`src/hdl/mips_pkg.sv`:
```
`default_nettype none

package mips_pkg;

    typedef logic [31:0] word_t;                        // Data and address word
    typedef logic [4:0]  reg_addr_t;                    // Register index

    localparam reg_addr_t REG_RA     = 5'd31;           // Link register of jal
    localparam int        DMEM_WORDS = 64;
    localparam int        DMEM_AW    = $clog2(DMEM_WORDS);

    // Primary opcodes, instruction bits 31:26
    localparam logic [5:0] OPCODE_R     = 6'h00;
    localparam logic [5:0] OPCODE_J     = 6'h02;
    localparam logic [5:0] OPCODE_JAL   = 6'h03;
    localparam logic [5:0] OPCODE_BEQ   = 6'h04;
    localparam logic [5:0] OPCODE_BNE   = 6'h05;
    localparam logic [5:0] OPCODE_ADDIU = 6'h09;
    localparam logic [5:0] OPCODE_LW    = 6'h23;
    localparam logic [5:0] OPCODE_SW    = 6'h2b;

    // Function codes of R-type, bits 5:0
    localparam logic [5:0] FUNCT_ADDU = 6'h21;
    localparam logic [5:0] FUNCT_SUBU = 6'h23;
    localparam logic [5:0] FUNCT_AND  = 6'h24;
    localparam logic [5:0] FUNCT_OR   = 6'h25;
    localparam logic [5:0] FUNCT_SLT  = 6'h2a;
    localparam logic [5:0] FUNCT_JR   = 6'h08;

    typedef enum logic [2:0] {ALU_ADD, ALU_SUB, ALU_AND, ALU_OR, ALU_SLT} alu_ctrl_t;
    typedef enum logic [1:0] {SEL_PC_PLUS4, SEL_PC_BRANCH, SEL_PC_JUMP, SEL_PC_REG} sel_pc_t;
    typedef enum logic [1:0] {SEL_RESULT_DMEM, SEL_RESULT_ALU, SEL_RESULT_LINK} sel_result_t;
    typedef enum logic [1:0] {SEL_WA_RT, SEL_WA_RD, SEL_WA_RA} sel_wa_t;

    typedef struct packed {
        alu_ctrl_t   alu_ctrl;
        logic        rf_we;
        logic        sel_alu_b;                         // Immediate on ALU port B
        sel_pc_t     sel_pc;
        sel_result_t sel_result;
        sel_wa_t     sel_wa;
        logic        dmem_we;
        logic        is_branch;
        logic        branch_ne;                         // Taken on not equal
        logic        reads_rs;                          // Used by hazard check
        logic        reads_rt;
    } ctrl_t;

    typedef struct packed {
        word_t instruction;
        word_t pc_plus4;
    } decode_t;

    typedef struct packed {
        ctrl_t     ctrl;
        word_t     rd0;
        word_t     rd1;
        word_t     sign_imm;
        reg_addr_t wa0;                                 // rt field
        reg_addr_t wa1;                                 // rd field
        word_t     pc_plus4;
    } execute_t;

    typedef struct packed {
        ctrl_t     ctrl;
        reg_addr_t rf_wa;
        word_t     alu_out;
        logic      zero;
        word_t     dmem_wd;
        word_t     pc_plus4;
        word_t     branch_addr;                         // Target for beq and bne
    } memory_t;

    typedef struct packed {
        sel_result_t sel_result;
        logic        rf_we;
        reg_addr_t   rf_wa;
        word_t       alu_out;
        word_t       dmem_rd;
        word_t       pc_plus4;
    } writeback_t;

endpackage

`default_nettype wire

```
`src/hdl/control_unit.sv`:
```
`timescale 1ns/1ns
`default_nettype none

module control_unit (
    input  mips_pkg::word_t instruction,
    output mips_pkg::ctrl_t ctrl
);
    import mips_pkg::*;

    logic [5:0] opcode;
    logic [5:0] funct;

    assign opcode = instruction[31:26];
    assign funct  = instruction[5:0];

    always_comb begin
        ctrl = '0;                                      // No-op unless decoded below
        unique case (opcode)
            OPCODE_R: begin
                ctrl.rf_we      = 1'b1;
                ctrl.sel_wa     = SEL_WA_RD;
                ctrl.sel_result = SEL_RESULT_ALU;
                ctrl.reads_rs   = 1'b1;
                ctrl.reads_rt   = 1'b1;
                case (funct)
                    FUNCT_ADDU: ctrl.alu_ctrl = ALU_ADD;
                    FUNCT_SUBU: ctrl.alu_ctrl = ALU_SUB;
                    FUNCT_AND:  ctrl.alu_ctrl = ALU_AND;
                    FUNCT_OR:   ctrl.alu_ctrl = ALU_OR;
                    FUNCT_SLT:  ctrl.alu_ctrl = ALU_SLT;
                    FUNCT_JR: begin
                        ctrl          = '0;             // Only reads rs
                        ctrl.sel_pc   = SEL_PC_REG;
                        ctrl.reads_rs = 1'b1;
                    end
                    default:    ctrl = '0;              // Includes sll $0 bubble
                endcase
            end
            OPCODE_ADDIU, OPCODE_LW: begin
                ctrl.rf_we      = 1'b1;
                ctrl.sel_alu_b  = 1'b1;
                ctrl.sel_wa     = SEL_WA_RT;
                ctrl.sel_result = (opcode == OPCODE_LW) ? SEL_RESULT_DMEM : SEL_RESULT_ALU;
                ctrl.reads_rs   = 1'b1;
            end
            OPCODE_SW: begin
                ctrl.dmem_we   = 1'b1;
                ctrl.sel_alu_b = 1'b1;                  // Base plus offset
                ctrl.reads_rs  = 1'b1;
                ctrl.reads_rt  = 1'b1;                  // Store data
            end
            OPCODE_BEQ, OPCODE_BNE: begin
                ctrl.alu_ctrl  = ALU_SUB;               // Zero flag gives equality
                ctrl.sel_pc    = SEL_PC_BRANCH;
                ctrl.is_branch = 1'b1;
                ctrl.branch_ne = (opcode == OPCODE_BNE);
                ctrl.reads_rs  = 1'b1;
                ctrl.reads_rt  = 1'b1;
            end
            OPCODE_J:   ctrl.sel_pc = SEL_PC_JUMP;      // Redirected at fetch
            OPCODE_JAL: begin
                ctrl.sel_pc     = SEL_PC_JUMP;
                ctrl.rf_we      = 1'b1;
                ctrl.sel_wa     = SEL_WA_RA;
                ctrl.sel_result = SEL_RESULT_LINK;
            end
            default:    ctrl = '0;
        endcase
    end

endmodule

`default_nettype wire

```
`config.mk`:
```
export PLATFORM = sky130hd
export DESIGN_NAME = control_unit
export DESIGN_NICKNAME = d
export VERILOG_FILES = /design/src/hdl/mips_pkg.sv /design/src/hdl/control_unit.sv
export SDC_FILE = /design/constraint.sdc
export NUM_CORES = 1
export LEC_CHECK = 0
export ABC_CLOCK_PERIOD_IN_PS = 2300
export BUFFER_PORTS_ARGS = -buffer_cell sky130_fd_sc_hd__buf_2
export CAP_MARGIN = 5
export CORE_AREA = 2 2 39 41
export DETAILED_ROUTE_END_ITERATION = 16
export DIE_AREA = 0 0 41 43
export PLACE_DENSITY = 0.62
export SYNTH_ARGS = -nofsm -noshare
export SYNTH_HDL_FRONTEND = slang
export SYNTH_SLANG_ARGS = --single-unit
```
`constraint.sdc`:
```
create_clock -name vclk -period 2.3
set_clock_uncertainty 0.05 [all_clocks]
set_input_delay 0.23 -clock vclk [all_inputs]
set_output_delay 0.23 -clock vclk [all_outputs]
set_load 0.02 [all_outputs]
```
### Word-level counts from Yosys, hierarchy flattened

Cells that the tools add are included.

| word-level totals | value |
|---|---|
| flip-flop bits (word level) | 0 |
| latch bits | 0 |
| RAM bits | 0 |
| ROM bits | 0 |
| output and inout port bits | 16 |
| memories kept | 0 |

| cells by class | value |
|---|---|
| add/sub/neg operators | 0 |
| multipliers | 0 |
| divide/modulo/power cells | 0 |
| $lt $le $gt $ge | 0 |
| equality and inequality tests | 13 |
| shifts and indexed selects | 0 |
| multiplexer cells | 12 |
| bitwise logic cells | 0 |
| reductions and logical operators | 9 |

Operators with widths:

| cell | count |
|---|---|
| 6-bit equality test (second input constant) | 7 |
| 13-bit case mux with 2 select lines | 1 |
| 6-bit by 2-bit equality test with 1-bit output (second input constant) | 2 |
| 6-bit by 3-bit equality test with 1-bit output (second input constant) | 2 |
| 6-bit by 4-bit equality test with 1-bit output (second input constant) | 2 |
| 3-bit case mux with 4 select lines | 1 |
| 4-bit case mux with 3 select lines | 1 |
| 1-bit case mux with 2 select lines | 5 |
| 5-bit OR reduction | 2 |
| 3-bit OR reduction | 3 |
| 6-bit zero test | 1 |
| 2-bit case mux with 3 select lines | 1 |
| 3-bit case mux with 2 select lines | 1 |
| 2-bit OR reduction | 3 |
| 2-bit case mux with 2 select lines | 1 |
| 1-bit 2-to-1 mux | 1 |

### Longest topological paths before layout

Gate-level depths: netlist of run 1.

| depth | value |
|---|---|
| depth in word-level cells | 4 |
| gate-level depth with buffers | 4 |
| mapped depth without buffers | 4 |

### Worst setup path before layout of run 1

Ideal clock, no wire load.

| timing | value |
|---|---|
| path type | input port to output port |
| start | input instruction[28] |
| end | output ctrl[9] (netlist bit) |
| arrival time | 1.228 ns |
| slack | 0.792 ns |
| cell stages on the path | 4 |
| cell sequence | nor2_1 -> nand3_1 -> or4_4 -> nand2b_1 |

RTL lines:

| item | RTL line | text |
|---|---|---|
| start: declaration | control_unit.sv:5 | `input mips_pkg::word_t instruction,` |
| end: declaration | control_unit.sv:6 | `output mips_pkg::ctrl_t ctrl` |

==> impl_metrics.csv, run 1 <==
group,metric,value,unit
cells_and_area,antenna_cells,0,
floorplan,fp.dieW,41,µm
synth,avgSynthCellArea,6.198,µm²
synth,syn_area,266.5,µm²
timing,fin_setup_tns,0,ns
worst_setup_path,cp_max_fo,5,
synth,ys_seq_area_frac,0,
timing,relSlewSlack,0.7838,
cells_and_area,stdcell_area,419.2,µm²
detailed_routing,routed_via_density,4.802,
synth,synth_top_cell_area_share,0.09859,
worst_setup_path,startpoint_type,"input pin",
cells_and_area,fillers,156,
power,seq_power_share,0,
floorplan,start_util,0.1926,
synth,synth_nets,75,
detailed_routing,drc,0,
power,p_leak,0.0002385,µW
min_path,hp-class,"in2out",
cells_and_area,regArea,0,µm²
grt,grt_pass1_wl,1304,µm
floorplan,die_y,43,µm
grt,grt_pass1_vias,324,
power,clock_power_share,0,
floorplan,ios,48,
grt,track_usage,0.09800,
min_path,min-delay-start,"instruction[3]",
cells_and_area,layout.nets,104,
synth,yosys_warnings,0,
min_path,worstHoldPathCells,3,
detailed_routing,drtIter0Drc,10,
outcome,status,"complete, no violations",
cts,cts_hold_buf,0,
timing,finalMaxSlewViolations,0,
synth,synthTopCellsByCount,"7 x nor2_1, 4 x nand2_1, 4 x nand3_1, 3 x nand2b_1",
cts,cts_resized,0,
timing,post-route-period-util,0.8022,
detailed_routing,postRouteAntennaNets,0,
grt,gr-total-overflow,0,
power,p_comb_frac,1.000,
timing,clock.fmax,542.0,MHz
grt,antenna_found_initial,0,
timing,hold_viol_final,0,
synth,yosysMostFrequentCell,"nor2_1",
cells_and_area,drive_gt1_frac,0.4714,
timing,finalSetupViolations,0,
power,p_switching,29.68,µW
cells_and_area,clkbuf_count,0,
power,p_sw_frac,0.6072,
synth,postSynthCellCount,43,
place,gp_congestion,0.7316,
cells_and_area,fin_util,0.3029,
synth,synth.largest_area_cell,"nor2_1",
timing,rsz0062_at_grt,"no",
timing,period_needed,1.845,ns
worst_setup_path,cp-end-kind,"output port",
place,dp_hpwl,755.5,µm
place,portBuffers,28,
timing,worstMarginPinSlew,0.3231,ns
detailed_routing,drt_pre_antenna_iters,4,
cells_and_area,design.seq.count,0,
worst_setup_path,cp_data_arrival_time,1.56,ns
cts,cts_setup_buffers,0,
synth,synth_area_leaders,"nor2_1 9.9%, nand3_1 7.5%, nand2b_1 7.0%",
detailed_routing,vias,413,
worst_setup_path,required,2.02,ns
floorplan,dieArea,0.001763,mm²
detailed_routing,wl_per_cell,10.19,µm
floorplan,num_rows,14,
grt,grt_max_degree,7,
synth,synth_cell_types,23,
power,power_density,116.6,mW/mm²
cells_and_area,area_growth,57.28,%
detailed_routing,drt_wl_total,876,µm
floorplan,core,0.001384,mm²
run,cap_violations,0,
power,ir_worst_vdd,0.04823,mV
worst_setup_path,critPathKind,"in2out",
power,internal_power,19.20,µW
place,place_area,419.2,µm²
timing,hold_slack,0.7330,ns
min_path,min_to,"ctrl[14]",
worst max-delay path by stage:
| stage | startpoint | to | slack, ns | cells past startpoint |
|---|---|---|---|---|
| 2_1_floorplan | instruction[28] | ctrl[9] | 0.79 | 4 |
| 3_5_place_dp | instruction[28] | ctrl[1] | 0.47 | 6 |
| 5_1_grt | instruction[28] | ctrl[1] | 0.41 | 6 |
| 6_report | instruction[28] | ctrl[1] | 0.46 | 6 |
| 4_1_cts | instruction[28] | ctrl[1] | 0.47 | 6 |
| 3_3_place_gp | instruction[28] | ctrl[1] | 0.48 | 6 |
final cells by class:
cell class	instances	area (µm²)	share of cell area
Inverter	2	7.507	0.01791
Timing Repair Buffer	28	140.1	0.3343
Multi-Input combinational cell	40	251.5	0.6000
Tap cell	16	20.02	0.04776
logic make-up after synthesis:
logic type,synth area share
buf+inv,0.05636
simple gates,0.5869
xor+xnor,0.03287
compound gates,0.3239
cell usage in the layout (no fill, tap or decap), types with 2 or more instances in the layout:
| master | instances |
|---|---|
| buf_2 | 28 |
| nor2_1 | 7 |
| nand3_1 | 4 |
| nand2_1 | 4 |
| nand2b_1 | 3 |
| a21o_1 | 2 |
| inv_1 | 2 |
| o31ai_1 | 2 |
| nor3_1 | 2 |
| a21oi_1 | 2 |
| o21ai_0 | 2 |
metal layers:
layer | GRT usage | vias to the layer above | part of all wire
met3 | 0 | 0 | 0.092
met5 | 0 | - | 0
met1 | 0.1460 | 179 | 0.42
met2 | 0.1625 | 20 | 0.48
li1 | - | 214 | -
met4 | 0 | 0 | 0
worst max-delay path, cell delays in order:
cell	delay [ns]
buf_2	0.12
nor2_1	0.28
nand3_1	0.11
or4_4	0.52
o2111ai_2	0.11
buf_2	0.19
power by group through the flow:
stage	Combinational (µW)	Clock, µW	Sequential (µW)
final	48.9	0	0
after detailed placement	48.7	0	0
after CTS	48.9	0	0
after global routing	53.5	0	0
after global placement	48.0	0	0
after floorplan	23.1	0	0
stage by stage:
stage	instances	setup slack [ns]	power, µW
floorplan	43	0.7917	23.09
global placement	86	0.4804	48.02
detailed placement	86	0.4677	48.69
CTS	86	0.4690	48.86
global route	86	0.4062	53.48
finish	86	0.4550	48.88
Note: power is estimated with default switching activity, not from simulation.
==> run 2: changes to the inputs <==
--- a/config.mk
+++ b/config.mk
@@ -5,7 +5,7 @@
 export SDC_FILE = /design/constraint.sdc
 export NUM_CORES = 1
 export LEC_CHECK = 0
-export ABC_CLOCK_PERIOD_IN_PS = 2300
+export ABC_CLOCK_PERIOD_IN_PS = 1700
 export BUFFER_PORTS_ARGS = -buffer_cell sky130_fd_sc_hd__buf_2
 export CAP_MARGIN = 5
 export CORE_AREA = 2 2 39 41
==> constraint.sdc (replaced) <==
create_clock -name vclk -period 1.7
set_clock_uncertainty 0.05 [all_clocks]
set_input_delay 0.17 -clock vclk [all_inputs]
set_output_delay 0.17 -clock vclk [all_outputs]
set_load 0.02 [all_outputs]
==> run 2 against run 1 <==
Net effect:
- count of clock-buffer cells in the layout stayed put
- final cell count increased by 2.3%
- critical path depth unchanged
- non-clock buffer count grew 2
- sequential share of layout area did not move
- utilization up 1.1 points
- routed wire length up 2.2%
- via count rose by 0.97%
- cell area up 3.6%
- worst hold slack got worse by 0.11 ns
- flip-flop and latch count did not move
==> impl_metrics.csv, run 2 (synthesis gave the netlist of run 1 again) <==
group,metric,value,unit
power,power_density,159.8,mW/mm²
min_path,min-delay-start,"instruction[3]",
cells_and_area,instances_no_fill,88,
worst_setup_path,cp_data_arrival_time,1.40,ns
timing,hold_slack,0.6207,ns
cells_and_area,design.seq.count,0,
floorplan,die_y,43,µm
min_path,worstHoldPathCells,3,
floorplan,start_util,0.1926,
floorplan,num_rows,14,
cells_and_area,layout.nets,106,
cts,cts_hold_buf,0,
cells_and_area,drive_gt1_frac,0.4861,
timing,relSlewSlack,0.8535,
detailed_routing,drt_wl_total,895,µm
worst_setup_path,startpoint_type,"input pin",
run,cap_violations,0,
timing,clock.fmax,617.7,MHz
outcome,status,"complete, no violations",
cells_and_area,clkbuf_count,0,
grt,track_usage,0.09700,
worst_setup_path,required,1.48,ns
place,dp.cells,88,
timing,rsz0062_at_grt,"no",
place,portBuffers,28,
floorplan,ios,48,
worst_setup_path,cp_max_fo,6,
timing,worstMarginPinSlew,0.2179,ns
cells_and_area,antenna_cells,0,
power,ir_worst_vdd,0.07950,mV
detailed_routing,postRouteAntennaNets,0,
detailed_routing,routed_via_density,4.739,
timing,fin_setup_tns,0,ns
detailed_routing,drt_pre_antenna_iters,4,
detailed_routing,wl_per_cell,10.17,µm
timing,finalMaxSlewViolations,0,
place,gp_congestion,0.7241,
cts,cts_resized,0,
grt,grt_max_degree,7,
worst_setup_path,cp-end-kind,"output port",
timing,finalSetupViolations,0,
cts,cts_setup_buffers,0,
power,p_leak,0.0002489,µW
worst_setup_path,critPathKind,"in2out",
detailed_routing,drtIter0Drc,6,
floorplan,dieArea,0.001763,mm²
cells_and_area,fin_util,0.3137,
cells_and_area,layout_commonest_cell,"buf_2",
timing,period_needed,1.619,ns
floorplan,fp.dieW,41,µm
min_path,min_to,"ctrl[14]",
cells_and_area,layout_common_cells,"28 x buf_2, 7 x nor2_1, 4 x nand3_1, 4 x nand2_1, 3 x nand2b_1",
timing,hold_viol_final,0,
place,dp_hpwl,753.2,µm
min_path,hp-class,"in2out",
detailed_routing,drc,0,
grt,gr-total-overflow,0,
grt,grt_pass1_wl,1276,µm
timing,post-route-period-util,0.9523,
detailed_routing,vias,417,
cells_and_area,regArea,0,µm²
grt,grt_pass1_vias,310,
cells_and_area,area_growth,62.91,%
floorplan,core,0.001384,mm²
grt,antenna_found_initial,0,
-- run 2: changes by cell type in the layout (fill, tap and decap cells not counted), sizes merged --
cell,change
buf,+2
-- run 2: final cells by class --
| cell class | instances | area, µm² |
|---|---|---|
| fillers | 162 | 949.7 |
| inverters | 2 | 7.507 |
| multi-input cells | 40 | 251.5 |
| well taps | 16 | 20.02 |
| repair buffers | 30 | 155.1 |
-- run 2: how the worst max path moves through the flow --
stage,from,to,slack [ns],depth (start not counted)
after global placement,instruction[27],ctrl[1],0.11,6
after global routing,instruction[27],ctrl[12],0.03,7
after CTS,instruction[27],ctrl[10],0.08,6
after detailed placement,instruction[27],ctrl[10],0.08,6
final,instruction[27],ctrl[10],0.08,6
after floorplan,instruction[28],ctrl[9],0.31,4
-- run 2: metal layers --
layer | GRT usage | up-vias | routed length [µm]
li1 | - | 219 | -
met1 | 0.1492 | 178 | 394
met2 | 0.1563 | 20 | 423
met3 | 0 | 0 | 77
met4 | 0 | 0 | 0
met5 | 0 | - | 0
-- run 2: critical path, cell delays in order --
cell     delay, ns
buf_2         0.14
nor3_4        0.19
nand3_1       0.09
or4_4         0.51
o31ai_1       0.09
buf_2         0.21
-- run 2: per-stage QoR --
| stage | total power (µW) | cell area [µm²] | setup slack (ns) |
|---|---|---|---|
| floorplan | 31.24 | 266.5 | 0.3117 |
| global placement | 68.00 | 434.2 | 0.1083 |
| detailed placement | 68.85 | 434.2 | 0.08443 |
| CTS | 69.00 | 434.2 | 0.08372 |
| global route | 76.22 | 434.2 | 0.03336 |
| finish | 69.38 | 434.2 | 0.08103 |
-- run 2: power by group --
| part | internal, µW | switching, µW | total, µW |
|---|---|---|---|
| Clock | 0 | 0 | 0 |
| Combinational | 28.5 | 40.9 | 69.4 |
| Sequential | 0 | 0 | 0 |
==> run 3: changes to the inputs <==
--- a/config.mk
+++ b/config.mk
@@ -11,7 +11,8 @@
 export CORE_AREA = 2 2 39 41
 export DETAILED_ROUTE_END_ITERATION = 16
 export DIE_AREA = 0 0 41 43
-export PLACE_DENSITY = 0.62
+export PLACE_DENSITY_LB_ADDON = 0.12
+export SLEW_MARGIN = 20
 export SYNTH_ARGS = -nofsm -noshare
 export SYNTH_HDL_FRONTEND = slang
 export SYNTH_SLANG_ARGS = --single-unit
==> run 3 against run 2 <==
Net effect:
- critical path depth did not move
- fmax increased by 0.80%
- count of clock-buffer cells in the layout is the same
- worst hold slack worse by 0.0076 ns
- die area stayed put
- power rose by 1.8%
- flip-flop and latch count unchanged
- final cell count rose by 1.1%
- combinational power increased by 2%
- cell area increased by 1.7%
- first-iteration DRC count shrank 17%
- sequential share of layout area did not move
- critical path type unchanged
- highest routed layer unchanged
==> impl_metrics.csv, run 3 (synthesis gave the netlist of run 1 again) <==
group,metric,value,unit
cells_and_area,antenna_cells,0,
cells_and_area,instances_no_fill,89,
min_path,hp-class,"in2out",
floorplan,fp.dieW,41,µm
power,fin_total_pwr,70.61,µW
cells_and_area,layout_commonest_cell,"buf_2",
timing,relSlewSlack,0.8718,
cells_and_area,clkbuf_count,0,
detailed_routing,vias,409,
worst_setup_path,required,1.48,ns
worst_setup_path,startpoint_type,"input pin",
grt,grt_pass1_wl,1207,µm
floorplan,start_util,0.1926,
worst_setup_path,critPathKind,"in2out",
detailed_routing,drt_wl_total,824,µm
power,power_density,159.9,mW/mm²
timing,finalMaxSlewViolations,0,
worst_setup_path,cp_max_fo,6,
run,cap_violations,0,
detailed_routing,drtIter0Drc,5,
timing,worstMarginPinSlew,0.1906,ns
cells_and_area,area_growth,65.73,%
timing,post-route-period-util,0.9448,
timing,hold_viol_final,0,
min_path,min-delay-start,"instruction[3]",
power,p_leak,0.0002537,µW
cells_and_area,drive_gt1_frac,0.4932,
timing,clock.fmax,622.6,MHz
outcome,status,"complete, no violations",
place,gp_congestion,0.6589,
detailed_routing,drc,0,
grt,gr-total-overflow,0,
power,ir_worst_vdd,0.06350,mV
cells_and_area,layout_common_cells,"28 x buf_2, 7 x nor2_1, 4 x nand3_1, 4 x nand2_1",
detailed_routing,routed_via_density,4.596,
grt,grt_pass1_vias,289,
grt,antenna_found_initial,0,
detailed_routing,drt_pre_antenna_iters,2,
worst_setup_path,cp_data_arrival_time,1.39,ns
floorplan,core,0.001384,mm²
cts,cts_resized,0,
cells_and_area,multi_input_comb_area,251.5,µm²
grt,grt_max_degree,7,
place,portBuffers,28,
floorplan,die_y,43,µm
min_path,min_to,"ctrl[14]",
cts,cts_setup_buffers,0,
cells_and_area,layout.nets,107,
floorplan,num_rows,14,
cells_and_area,fillers,173,
floorplan,ios,48,
min_path,worstHoldPathCells,3,
timing,finalSetupViolations,0,
place,dp_hpwl,715.1,µm
floorplan,dieArea,0.001763,mm²
timing,period_needed,1.606,ns
cells_and_area,design.seq.count,0,
detailed_routing,postRouteAntennaNets,0,
place,dp.cells,89,
detailed_routing,wl_per_cell,9.258,µm
grt,track_usage,0.09200,
timing,rsz0062_at_grt,"no",
cells_and_area,regArea,0,µm²
worst_setup_path,cp-end-kind,"output port",
cts,cts_hold_buf,0,
timing,fin_setup_tns,0,ns
worst_setup_path,critical_path.startpoint,"instruction[27]",
## run 3: cell types whose count changed in the layout (fill, tap and decap cells not counted), sizes merged
cell and change:
buf +1
## run 3: area by class of cell
type,count,area share
inverter,2,0.01700
multi-input combinational,40,0.5694
timing repair buffer,31,0.3683
tap,16,0.04533
## run 3: power breakdown
part,internal [µW],switching [µW],total [µW]
clock network,0,0,0
registers,0,0,0
logic,30.0,40.6,70.6
## run 3: routing by layer
metal  global-route usage  up-vias  wire length [µm]  part of all wire
li1                     -      218                 -                 -
met5                    0        -                 0                 0
met3                    0        0                70             0.085
met4                    0        0                 0                 0
met2               0.1563       16               359              0.44
met1               0.1333      175               395              0.48
## run 3: how the worst max path moves through the flow
stage | to | cells past startpoint | slack (ns)
floorplan | ctrl[9] | 4 | 0.31
global placement | ctrl[1] | 6 | 0.09
detailed placement | ctrl[1] | 6 | 0.09
CTS | ctrl[1] | 6 | 0.08
global route | ctrl[0] | 7 | 0.004
finish | ctrl[1] | 6 | 0.09
## run 3: through the flow
| step | hold WS (ns) | cell area [µm²] | setup WS, ns | util |
|---|---|---|---|---|
| finish | 0.6131 | 441.7 | 0.09382 | 0.3192 |
| global placement | 0.6173 | 441.7 | 0.09333 | 0.3192 |
| global route | 0.6386 | 441.7 | 0.003584 | 0.3192 |
| floorplan | 0.3787 | 266.5 | 0.3117 | - |
| detailed placement | 0.6161 | 441.7 | 0.08513 | 0.3192 |
| CTS | 0.6166 | 441.7 | 0.08496 | 0.3192 |
## run 3: critical path: stages
cell and delay, ns:
buf_2 0.14, nor3_4 0.19, nand3_1 0.09, or4_4 0.51, o2111ai_2 0.10, buf_2 0.18
